==> src/logic/frv_lsu_pkg.sv <==
// Shared types and constants for the load/store unit and its data memory.
// Holds the access width and tracker state encodings, the request and
// response bundles, and the memory depth and wait-state count.

`default_nettype none

package frv_lsu_pkg;

    // ----------------------------------------
    // Memory geometry and timing
    // ----------------------------------------

    localparam int DMEM_DEPTH_WORDS = 256;                          // 32-bit words in the SRAM
    localparam int DMEM_WAIT_CYCLES = 2;                            // Stall cycles per access
    localparam int DMEM_IDX_W       = $clog2(DMEM_DEPTH_WORDS);     // Word index width
    localparam int DMEM_WAIT_W      = $clog2(DMEM_WAIT_CYCLES + 1); // Wait counter width

    // First byte address past the end of the memory
    localparam logic [31:0] DMEM_LIMIT_BYTES = 32'(DMEM_DEPTH_WORDS * 4);

    // ----------------------------------------
    // Encodings
    // ----------------------------------------

    typedef enum logic [1:0] {
        LSU_BYTE = 2'b00,                   // 8-bit access
        LSU_HALF = 2'b01,                   // 16-bit access
        LSU_WORD = 2'b10                    // 32-bit access
    } lsu_width_e;

    typedef enum logic {
        LSU_IDLE = 1'b0,                    // No finished access pending
        LSU_HELD = 1'b1                     // Done, waiting for pipe_prog
    } lsu_state_e;

    // ----------------------------------------
    // Bundles
    // ----------------------------------------

    typedef struct packed {
        logic [31:0] addr;                  // Byte address
        logic [31:0] wdata;                 // Store data, already lane placed
        logic        load;                  // Load access
        logic        store;                 // Store access
        lsu_width_e  width;                 // Access width
        logic        sign_ext;              // Sign extend load data
    } lsu_req_t;

    typedef struct packed {
        logic [31:0] rdata;                 // Steered load data
        logic        a_error;               // Misaligned access
        logic        b_error;               // Bus error on completion
        logic        ready;                 // Access complete
    } lsu_rsp_t;

    typedef struct packed {
        logic        cen;                   // Chip enable
        logic        wen;                   // Write enable
        logic [3:0]  strb;                  // Byte lane strobes
        logic [31:0] addr;                  // Word aligned address
        logic [31:0] wdata;                 // Write data
    } dmem_req_t;

    typedef struct packed {
        logic [31:0] rdata;                 // Read word
        logic        error;                 // Address out of range
        logic        stall;                 // Wait state
    } dmem_rsp_t;

endpackage

`default_nettype wire

==> src/logic/lsu_lane_steer.sv <==
// Byte-lane logic of the load/store unit, purely combinational.
// Checks alignment, builds write strobes and the word address, and
// selects plus extends the addressed bytes of the memory read word.

`timescale 1ns/100ps
`default_nettype none

module lsu_lane_steer (
    input  frv_lsu_pkg::lsu_req_t lsu_req,      // Request from execute stage
    input  wire  [31:0]           mem_rdata,    // Word from memory
    output logic                  a_error,      // Misaligned access
    output logic [3:0]            strb,         // Write lane strobes
    output logic [31:0]           word_addr,    // Word aligned bus address
    output logic [31:0]           wdata,        // Bus write data
    output logic [31:0]           rdata         // Extended load data
);

    logic        access;                        // A load or store is present
    logic [1:0]  offs;                          // Byte offset in word
    logic [7:0]  sel_byte;                      // Addressed byte
    logic [15:0] sel_half;                      // Addressed halfword

    assign access = lsu_req.load || lsu_req.store;
    assign offs   = lsu_req.addr[1:0];

    // ----------------------------------------
    // Alignment and bus fields
    // ----------------------------------------

    always_comb begin
        a_error = 1'b0;
        if (access) begin
            case (lsu_req.width)
                frv_lsu_pkg::LSU_HALF: a_error = offs[0];       // Odd halfword
                frv_lsu_pkg::LSU_WORD: a_error = |offs;         // Word off boundary
                default:               a_error = 1'b0;          // Bytes always fit
            endcase
        end
    end

    always_comb begin
        case (lsu_req.width)
            frv_lsu_pkg::LSU_BYTE: strb = 4'b0001 << offs;      // One lane
            frv_lsu_pkg::LSU_HALF: strb = offs[1] ? 4'b1100 : 4'b0011;
            frv_lsu_pkg::LSU_WORD: strb = 4'b1111;              // All lanes
            default:               strb = 4'b0000;
        endcase
    end

    assign word_addr = {lsu_req.addr[31:2], 2'b00};             // Drop byte offset
    assign wdata     = lsu_req.wdata;           // Caller already placed lanes

    // ----------------------------------------
    // Load data steering
    // ----------------------------------------

    always_comb begin
        case (offs)
            2'b00:   sel_byte = mem_rdata[7:0];
            2'b01:   sel_byte = mem_rdata[15:8];
            2'b10:   sel_byte = mem_rdata[23:16];
            default: sel_byte = mem_rdata[31:24];
        endcase
    end

    assign sel_half = offs[1] ? mem_rdata[31:16] : mem_rdata[15:0];

    always_comb begin
        case (lsu_req.width)
            frv_lsu_pkg::LSU_BYTE:
                rdata = {{24{lsu_req.sign_ext && sel_byte[7]}}, sel_byte};
            frv_lsu_pkg::LSU_HALF:
                rdata = {{16{lsu_req.sign_ext && sel_half[15]}}, sel_half};
            default:
                rdata = mem_rdata;              // Full word, no extension
        endcase
    end

endmodule

`default_nettype wire

==> config.mk <==
export PLATFORM = sky130hd
export DESIGN_NAME = lsu_lane_steer
export DESIGN_NICKNAME = d
export VERILOG_FILES = /design/src/logic/frv_lsu_pkg.sv /design/src/logic/lsu_lane_steer.sv
export SDC_FILE = /design/constraint.sdc
export NUM_CORES = 1
export LEC_CHECK = 0
export BUFFER_PORTS_ARGS = -buffer_cell sky130_fd_sc_hd__buf_2
export CAP_MARGIN = 20
export CELL_PAD_IN_SITES_DETAIL_PLACEMENT = 1
export CELL_PAD_IN_SITES_GLOBAL_PLACEMENT = 1
export CORE_AREA = 5 5 72 124
export DETAILED_ROUTE_END_ITERATION = 6
export DIE_AREA = 0 0 77 129
export PLACE_DENSITY = 0.88
export SETUP_SLACK_MARGIN = 0.4
export SLEW_MARGIN = 25
export SYNTH_ARGS = -nofsm -noshare
export SYNTH_HDL_FRONTEND = slang
export SYNTH_SLANG_ARGS = --single-unit
==> constraint.sdc <==
create_clock -name vclk -period 2.5
set_clock_uncertainty 0.05 [all_clocks]
set_input_delay 0.625 -clock vclk [all_inputs]
set_output_delay 0.625 -clock vclk [all_outputs]
set_load 0.02 [all_outputs]
==> metrics.md, run 1 <==
| Metric | Value |
|---|---|
| Antenna Nets Post-Route | `0` |
| Initial Util | `0.194` |
| Crit path from | `lsu_req[1]` |
| Library cells used by synthesis | `34` |
| Number of global-route vias before repair | `between 2000 and 2500` |
| Die height | `approximately 130 um` |
| Non-filler cells, final | `around 330` |
| CORE AREA | `just under 8000 um2` |
| Req. time, crit path | `around 1.8 ns` |
| Top cells by area, synth | `buf_4 33%, a21oi_1 9.2%, mux2_2 8.9%` |
| Ant diodes | `0` |
| Total chip power | `729 uW` |
| Mapped Area | `between 1500 and 2000 um2` |
| Hold Crit Class | `in -> out` |
| Total track usage | `0.150` |
| Die width | `between 70 and 80 um` |
| Post-CTS Hold Buffers | `0` |
| Largest net degree at the start of global routing | `21` |
| Finish-stage setup viols | `4` |
| Setup slack at placement | `-0.138 ns` |
| Violated checks | `negative setup slack` |
| Peak VDD IR | `between 0.06 and 0.07 mV` |
| Final wirelength | `approximately 8500 um` |
| Final hold vios | `0` |
| CP endpoint kind | `output pin` |
| Via count | `1713` |
| Share of post-route cells with drive strength above 1 | `0.854` |
| Seq/Total Area, Yosys | `0` |
| P per Cell Area | `between 200 and 300 nW/um2` |
| Max Cap Viol | `0` |
| Area Overhead vs Synth | `77.3%` |
| Row count | `43` |
| Worst Slack Setup Final | `-0.0187 ns` |
| Critical Path Start Type | `primary input` |
| Leak | `0.00110 uW` |
| Synth Area in Adders | `0.0330` |
| Hold path start | `lsu_req[19]` |
| Clock buffer count | `0` |
| Tmin final | `between 2 and 3 ns` |
| CP cell instances | `buf_8 -> inv_4 -> ha_4 -> buf_6 -> nor2_4 -> clkbuf_16 -> a221o_1 -> buf_6` |
| Worst Path Max Fanout | `10` |
| Port bufs | `76` |
| First-pass GRT wire length | `11600 um` |
| Worst EP arrival | `1.84 ns` |
| WHS | `about 1.2 ns` |
| Initial antenna violation count | `1` |
| Post-Synth XOR/XNOR Area | `0` |
| Avg WL per Cell | `roughly 26 um` |
| Via density | `5.21` |
| Final HPWL DP | `5960 um` |
| Max-slew violation count | `0` |
| CP max stage delay | `~0.38 ns` |
| Mux share of post-synthesis cell area | `0.196` |
| Worst path slowest cell | `a221o_1` |
| Yosys warns | `0` |
| # DRC | `0` |
| Period Utilization, post-route | `1.01` |
| Syn Inst Count | `200` |
| Simple-gate share of the synthesized area | `0.0743` |
| Layout Utilization | `0.344` |
| Final #Nets | `about 350` |
| Drt first-iter violations | `60` |
| Placed Cells | `315` |
| Die area | `9930 um2` |
| I/O pin count | `between 200 and 250` |
| Flip-flop and latch count | `0` |
| Area share of the largest cell type after synthesis | `0.327` |
| Total grt overflow | `0` |
| Status | `complete, but fails checks` |
| GPL Wtd Cong | `~0.72` |
| Max Fclk | `397 MHz` |
| Mean post-synth cell area | `between 7 and 8 um2` |
| Largest family of logic cells by synthesized area | `buffers and inverters` |
| Leading area contributor after synthesis | `buf_4` |
| WS Path Type | `in -> out` |
| RSZ-0062 raised after global routing | `true` |
| Compound-Gate Fraction of Synth Area | `0.299` |
| Cell mode on critical path | `buf_6` |
| Router iterations before antenna repair | `4` |
| Sequential cell area | `0 um2` |
[worst max-delay path, delay by kind of cell]
kind / cells / cell delay [ns]
adder cells (fa/ha/maj): 1 / 0.18
buffers and inverters: 5 / 0.60
AND/OR/NAND/NOR: 1 / 0.05
AO/OA/AOI/OAI: 1 / 0.38
[final timing paths]
check        end  slack (ns)  cells after the start
max    rdata[12]       -0.02                      8
min    wdata[14]        1.20                      0
[cell usage after synthesis]
master and number:
a21o_1 1, a21oi_1 28, a21oi_2 9, a221o_1 9
a22oi_1 5, a2bb2oi_1 1, and2_1 1, and3_1 2
buf_1 1, buf_2 5, buf_4 66, buf_6 4
clkbuf_1 4, conb_1 1, ha_1 4, inv_1 4
mux2_1 1, mux2_2 12, mux2i_1 6, mux4_2 4
nand2_1 11, nand2b_1 1, nand3_1 1, nand3b_1 1
nor2_1 4, nor2b_1 3, o21a_1 1, o21ai_0 2
o221ai_1 1, o22a_1 1, o22ai_1 1, o22ai_2 1
o2bb2ai_1 3, o32a_1 1
[placed cells by master (no fill, tap or decap), types with 2 or more instances in the layout]
master	synthesis	layout
buf_4	66	26
mux2_2	12	5
o21ai_2	0	2
nor2_4	0	2
nor2_2	0	2
buf_12	0	7
ha_4	0	2
conb_1	1	2
a22oi_2	0	5
nand2_2	0	4
clkbuf_16	0	2
a221o_1	9	9
a21oi_2	9	11
nand2_1	11	6
o2bb2ai_1	3	2
a21oi_4	0	26
nor2b_1	3	2
mux2i_1	6	3
mux2i_2	0	2
and3_1	2	2
inv_1	4	2
buf_6	4	42
mux4_2	4	4
mux2_4	0	7
buf_2	5	38
[cells by family (layout without fill, tap and decap cells)]
| family | Yosys count | in the layout |
|---|---|---|
| buffers and inverters | 84 | 121 |
| AO/OA/AOI/OAI | 64 | 64 |
| AND/OR/NAND/NOR | 24 | 24 |
| multiplexers | 23 | 24 |
| adder cells (fa/ha/maj) | 4 | 4 |
| other | 1 | 2 |
[metal layers]
metal / GRT usage / wire length [um]
met5: 0 / 13
met2: 0.308 / 4630
met4: 0.104 / 786
met3: 0.0413 / 851
met1: 0.114 / 2180
[report_power, final]
part / internal (uW) / switching, uW / total, uW
combinational: 358 / 370 / 729
clock: 0 / 0 / 0
sequential: 0 / 0 / 0
[final cells by class]
cell class	instances	area, um2
tap	90	113
inverter	4	30.0
timing repair buffer	117	1090
multi-input combinational	118	1450
fill	858	5110
[repair_timing]
action / in CTS / in global routing
hold endpoints to repair: 0 / 0
setup endpoints to repair: 37 / 37
resized for setup: 117 / 30
pin swaps: 13 / 4
cloned: 2 / 2
buffers inserted: 9 / 1
[stage by stage]
step / cell area (um2) / setup TNS (ns)
detailed placement: 1940 / -2.76
global placement: 1940 / -1.89
finish: 2690 / -0.0316
floorplan: 1850 / 0
global route: 2690 / -0.613
CTS: 2510 / -0.0124
Note: power is estimated with default switching activity, not from simulation.
==> run 2: changes to the inputs <==
--- a/config.mk
+++ b/config.mk
@@ -5,14 +5,14 @@
 export SDC_FILE = /design/constraint.sdc
 export NUM_CORES = 1
 export LEC_CHECK = 0
-export BUFFER_PORTS_ARGS = -buffer_cell sky130_fd_sc_hd__buf_2
 export CAP_MARGIN = 20
 export CELL_PAD_IN_SITES_DETAIL_PLACEMENT = 1
 export CELL_PAD_IN_SITES_GLOBAL_PLACEMENT = 1
-export CORE_AREA = 5 5 72 124
+export CORE_AREA = 5 5 75 77
 export DETAILED_ROUTE_END_ITERATION = 6
-export DIE_AREA = 0 0 77 129
-export PLACE_DENSITY = 0.88
+export DIE_AREA = 0 0 80 82
+export DONT_BUFFER_PORTS = 1
+export PLACE_DENSITY_LB_ADDON = 0.1
 export SETUP_SLACK_MARGIN = 0.4
 export SLEW_MARGIN = 25
 export SYNTH_ARGS = -nofsm -noshare
==> run 2 against run 1 <==
The run now ends clean. Setup slack gained 0.15 ns. Critical path depth down 2. Non-clock buffer count shrank 97. Combinational power down 43%. Maximum frequency is 6.4% higher. Total power is 43% lower. Via count down 28%. Flip-flop and latch count is the same.
==> metrics.md, run 2 (synthesis results as in run 1) <==
| Metric | Value |
|---|---|
| Status | `finished, final reports clean (was complete, but fails checks)` |
| Flip-flop and latch count | `0 (unchanged)` |
| WHS | `1.20 ns (unchanged)` |
| Tmin final | `2.37 ns (was 2.52 ns)` |
| Port bufs | `0 (was 76)` |
| P per Cell Area | `257 nW/um2 (was 271 nW/um2)` |
| CP cell instances | `inv_12 -> ha_4 -> buf_6 -> buf_6 -> mux2_4 -> a21oi_4 (was buf_8 -> inv_4 -> ha_4 -> buf_6 -> nor2_4 -> clkbuf_16 -> a221o_1 -> buf_6)` |
| Cell Int Power | `169 uW (was 358 uW)` |
| CP endpoint kind | `output pin (unchanged)` |
| Total track usage | `0.147 (was 0.150)` |
| Max-slew violation count | `0 (unchanged)` |
| Initial antenna violation count | `0 (was 1)` |
| CP max stage delay | `0.38 ns (about the same)` |
| Worst path slowest cell | `mux2_4 (was a221o_1)` |
| Via density | `5.83 (was 5.21)` |
| Cell mode on critical path | `buf_6 (unchanged)` |
| Final #Nets | `249 (was 346)` |
| Row count | `26 (was 43)` |
| Number of global-route vias before repair | `1299 (was 2004)` |
| Sequential cell area | `0 um2 (unchanged)` |
| Max Cap Viol | `0 (unchanged)` |
| Delay-heaviest family, CP | `multiplexers (was buffers and inverters)` |
| Worst EP arrival | `1.69 ns (was 1.84 ns)` |
| Req. time, crit path | `1.82 ns (about the same)` |
| Net Sw Power | `245 uW (was 370 uW)` |
| # DRC | `0 (unchanged)` |
| Max Fclk | `423 MHz (was 397 MHz)` |
| Die area | `6560 um2 (was 9930 um2)` |
| Die height | `82 um (was 129 um)` |
| Fillers | `592 (was 858)` |
| Critical Path Start Type | `primary input (unchanged)` |
| Reg power frac | `0 (about the same)` |
| WS Path Type | `in -> out (unchanged)` |
| Setup TNS | `0 ns (was -0.0316 ns)` |
| Worst Path Max Fanout | `8 (was 10)` |
| I/O pin count | `202 (unchanged)` |
| Share of post-route cells with drive strength above 1 | `0.592 (was 0.854)` |
| Period Utilization, post-route | `0.947 (was 1.01)` |
| Final wirelength | `5370 um (was 8460 um)` |
| Clock power share | `0 (about the same)` |
| Total grt overflow | `0 (unchanged)` |
| Peak VDD IR | `0.0724 mV (was 0.0655 mV)` |
| Commonest non-fill, non-tap cell in the layout | `a21oi_1 (was buf_6)` |
| Finish-stage setup viols | `0 (was 4)` |
| Antenna Nets Post-Route | `0 (unchanged)` |
| Drt first-iter violations | `24 (was 60)` |
| Area Overhead vs Synth | `6.19% (was 77.3%)` |
| Via count | `1236 (was 1713)` |
| Worst Slack Setup Final | `0.133 ns (was -0.0187 ns)` |
| Sw frac | `0.592 (was 0.508)` |
| Die width | `80 um (was 77 um)` |
| Commonest cells after routing, fill and taps aside | `16 x a21oi_1, 15 x a21oi_4, 12 x buf_4, 8 x a221o_1, 7 x mux2_4 (was 42 x buf_6, 38 x buf_2, 26 x a21oi_4, 26 x buf_4, 11 x a21oi_2)` |
| Worst Path Buf+Inv | `3 (was 5)` |
| Final HPWL DP | `4220 um (was 5960 um)` |
| Avg WL per Cell | `25.3 um (was 25.7 um)` |
| Initial Util | `0.306 (was 0.194)` |
| Hold Crit Class | `in -> out (unchanged)` |
| Final hold vios | `0 (unchanged)` |
| Logic pwr share | `1.000 (about the same)` |
| RSZ-0062 raised after global routing | `true (unchanged)` |
| First-pass GRT wire length | `7850 um (was 11600 um)` |
| Ant diodes | `0 (unchanged)` |
| Leak | `0.000561 uW (was 0.00110 uW)` |
| GPL Wtd Cong | `0.786 (was 0.718)` |
| Largest net degree at the start of global routing | `31 (was 21)` |
| Clock buffer count | `0 (unchanged)` |
| Setup slack at placement | `0.115 ns (was -0.138 ns)` |
| CORE AREA | `4940 um2 (was 7800 um2)` |
| Router iterations before antenna repair | `4 (unchanged)` |
[run 2: cell types whose count changed in the layout (fill, tap and decap cells not counted), sizes merged]
cell	previous run	this run
buf	115	20
clkbuf	2	0
[run 2: worst paths after layout]
path              slack [ns]  cells after the start   endpoint   startpoint
setup / recovery        0.13                      6  rdata[26]   lsu_req[2]
hold / removal          1.20                      0  wdata[24]  lsu_req[29]
[run 2: what timing repair did]
| action | in CTS | in global routing |
|---|---|---|
| gates resized for setup | 9 | 18 |
| pin swaps | 14 | 11 |
| buffers inserted | 3 | 6 |
| hold buffers | 0 | 0 |
| endpoints found under the setup margin | 37 | 37 |
| gates cloned | 1 | 0 |
[run 2: layout make-up]
| type | instances | area (um2) | area share |
|---|---|---|---|
| multi-input combinational | 118 | 1280 | 0.797 |
| timing repair buffer | 20 | 206 | 0.128 |
| tap | 70 | 87.6 | 0.0544 |
| inverter | 4 | 32.5 | 0.0202 |
[run 2: through the flow]
stage | area (um2) | power, uW | utilization | cells
6_report | 1610 | 413 | 0.325 | 212
5_1_grt | 1610 | 441 | 0.325 | 212
4_1_cts | 1510 | 398 | 0.305 | 206
3_5_place_dp | 1410 | 374 | 0.285 | 202
3_3_place_gp | 1410 | 371 | 0.285 | 202
2_1_floorplan | 1850 | 491 | - | 201
[run 2: power groups by stage]
stage                     Sequential, uW  Clock [uW]  Combinational, uW
after floorplan                        0           0                491
after global placement                 0           0                371
after detailed placement               0           0                374
after CTS                              0           0                398
after global routing                   0           0                441
final                                  0           0                413
[run 2: metal layers]
| metal | share of wire | track usage |
|---|---|---|
| met1 | 0.32 | 0.150 |
| met2 | 0.49 | 0.262 |
| met3 | 0.16 | 0.0746 |
| met4 | 0.030 | 0.0473 |
| met5 | 0 | 0 |
==> run 3: changes to the inputs <==
--- a/config.mk
+++ b/config.mk
@@ -12,7 +12,7 @@
 export DETAILED_ROUTE_END_ITERATION = 6
 export DIE_AREA = 0 0 80 82
 export DONT_BUFFER_PORTS = 1
-export PLACE_DENSITY_LB_ADDON = 0.1
+export PLACE_DENSITY = 0.65
 export SETUP_SLACK_MARGIN = 0.4
 export SLEW_MARGIN = 25
 export SYNTH_ARGS = -nofsm -noshare
==> run 3 against run 2 <==
First-iteration DRC count grew 83%. Via count grew 7.2%. Critical endpoint is now rdata[27]. Critical path type unchanged. Flip-flop and latch count is the same.
==> metrics.md, run 3 (synthesis results as in run 1) <==
| Metric | Value |
|---|---|
| Max-slew violation count | `0 (unchanged)` |
| Reg power frac | `0 (about the same)` |
| Fillers | `552 (was 592)` |
| Row count | `26 (unchanged)` |
| Avg WL per Cell | `24.8 um (was 25.3 um)` |
| P per Cell Area | `257 nW/um2 (about the same)` |
| CP endpoint kind | `output pin (unchanged)` |
| Final #Nets | `265 (was 249)` |
| Net Sw Power | `271 uW (was 245 uW)` |
| Max Cap Viol | `0 (unchanged)` |
| Design area | `1920 um2 (was 1610 um2)` |
| I/O pin count | `202 (unchanged)` |
| Die height | `82 um (unchanged)` |
| Status | `finished, final reports clean (unchanged)` |
| Total track usage | `0.151 (was 0.147)` |
| Tmin final | `2.36 ns (was 2.37 ns)` |
| Final hold vios | `0 (unchanged)` |
| Critical Path Start Type | `primary input (unchanged)` |
| Final HPWL DP | `4350 um (was 4220 um)` |
| Worst Path Max Fanout | `7 (was 8)` |
| Hold Path Sink | `word_addr[5] (was wdata[24])` |
| CORE AREA | `4940 um2 (unchanged)` |
| Initial Util | `0.306 (unchanged)` |
| Max Fclk | `424 MHz (was 423 MHz)` |
| Worst EP arrival | `1.68 ns (was 1.69 ns)` |
| Hold Crit Class | `in -> out (unchanged)` |
| # DRC | `0 (unchanged)` |
| Placed standard-cell area | `1470 um2 (was 1410 um2)` |
| Flip-flop and latch count | `0 (unchanged)` |
| Peak VDD IR | `0.0746 mV (was 0.0724 mV)` |
| Worst path slowest cell | `mux2_4 (unchanged)` |
| Via count | `1325 (was 1236)` |
| Hold depth | `0 (unchanged)` |
| Total chip power | `492 uW (was 413 uW)` |
| Share of post-route cells with drive strength above 1 | `0.747 (was 0.592)` |
| Period Utilization, post-route | `0.944 (was 0.947)` |
| Area Overhead vs Synth | `26.6% (was 6.19%)` |
| Cell mode on critical path | `buf_6 (unchanged)` |
| Commonest non-fill, non-tap cell in the layout | `a21oi_4 (was a21oi_1)` |
| CP cell instances | `inv_16 -> ha_4 -> buf_6 -> mux2_4 -> buf_12 -> a21oi_4 -> buf_6 (was inv_12 -> ha_4 -> buf_6 -> buf_6 -> mux2_4 -> a21oi_4)` |
| Initial antenna violation count | `0 (unchanged)` |
| Total grt overflow | `0 (unchanged)` |
| Antenna Nets Post-Route | `0 (unchanged)` |
| Hold path start | `lsu_req[42] (was lsu_req[29])` |
| Drt first-iter violations | `44 (was 24)` |
| Number of global-route vias before repair | `1413 (was 1299)` |
| Final wirelength | `5650 um (was 5370 um)` |
| Commonest cells after routing, fill and taps aside | `20 x a21oi_4, 17 x buf_6, 15 x a21oi_2, 14 x buf_4, 9 x a221o_1 (was 16 x a21oi_1, 15 x a21oi_4, 12 x buf_4, 8 x a221o_1, 7 x mux2_4)` |
| Port bufs | `0 (unchanged)` |
| Logic pwr share | `1.000 (about the same)` |
| GPL Wtd Cong | `0.786 (about the same)` |
| Post-CTS Hold Buffers | `0 (unchanged)` |
| RSZ-0062 raised after global routing | `true (unchanged)` |
| Clock power share | `0 (about the same)` |
| Die width | `80 um (unchanged)` |
| First-pass GRT wire length | `7970 um (was 7850 um)` |
| WHS | `1.20 ns (unchanged)` |
| WS Path Type | `in -> out (unchanged)` |
| Die area | `6560 um2 (unchanged)` |
| Cell Int Power | `221 uW (was 169 uW)` |
| Clock buffer count | `0 (unchanged)` |
| CP max stage delay | `0.32 ns (was 0.38 ns)` |
| Leak | `0.000682 uW (was 0.000561 uW)` |
| Router iterations before antenna repair | `4 (unchanged)` |
| Via density | `5.81 (was 5.83)` |
| Sw frac | `0.551 (was 0.592)` |
| Finish-stage setup viols | `0 (unchanged)` |
| Layout Utilization | `0.388 (was 0.325)` |
| Ant diodes | `0 (unchanged)` |
| Sequential cell area | `0 um2 (unchanged)` |
| Largest net degree at the start of global routing | `31 (unchanged)` |
| Setup TNS | `0 ns (unchanged)` |
| Req. time, crit path | `1.82 ns (about the same)` |
==> run 3: cell count changes in the layout (fill, tap and decap cells not counted), moves of 2 or more <==
cell | before | now
a21oi_1 | 16 | 2
a21oi_2 | 6 | 15
buf_4 | 12 | 14
o21ai_2 | 0 | 2
buf_12 | 3 | 5
a21oi_4 | 15 | 20
buf_6 | 5 | 17
o21ai_1 | 2 | 0
==> run 3: worst max-delay path, delay by kind of cell <==
kind,cells,cell delay (ns)
compound gates,1,0.13
fa+ha+maj,1,0.16
buf+inv,4,0.46
mux,1,0.32
==> run 3: routing by layer <==
metal / routed length [um] / share of wire / vias to the layer above / track usage
met5: 0 / 0 / - / 0
met3: 765 / 0.14 / 28 / 0.0724
li1: - / - / 568 / -
met1: 1950 / 0.34 / 622 / 0.160
met4: 93 / 0.016 / 0 / 0.0287
met2: 2840 / 0.50 / 107 / 0.272
==> run 3: worst max path at each step <==
stage	slack, ns	to	from	cells past startpoint
after global placement	0.06	rdata[30]	lsu_req[1]	6
after global routing	0.11	rdata[11]	lsu_req[2]	7
after CTS	0.15	rdata[29]	lsu_req[2]	8
final	0.14	rdata[27]	lsu_req[2]	7
after detailed placement	0.03	rdata[30]	lsu_req[1]	6
after floorplan	0.19	rdata[16]	lsu_req[2]	6
==> run 3: stage by stage <==
| step | setup WS, ns | cells |
|---|---|---|
| global placement | 0.0571 | 212 |
| detailed placement | 0.0327 | 212 |
| CTS | 0.149 | 220 |
| finish | 0.140 | 228 |
| floorplan | 0.189 | 201 |
| global route | 0.112 | 228 |
==> run 3: timing repair <==
action                     4_1_cts  5_1_grt
resized for setup               37       35
pin swaps                       18       11
setup endpoints to repair       36       37
buffers inserted                 8        8
==> run 3: cell type report <==
type                            count  area, um2  share of cell area
Inverter                            4       38.8              0.0202
Timing Repair Buffer               37        412               0.215
Multi-Input combinational cell    117       1380               0.720
Tap cell                           70       87.6              0.0457
==> run 3: power by group through the flow <==
stage               Clock, uW  Sequential (uW)  Combinational, uW
floorplan                   0                0                491
global placement            0                0                381
detailed placement          0                0                392
CTS                         0                0                443
global route                0                0                518
finish                      0                0                492
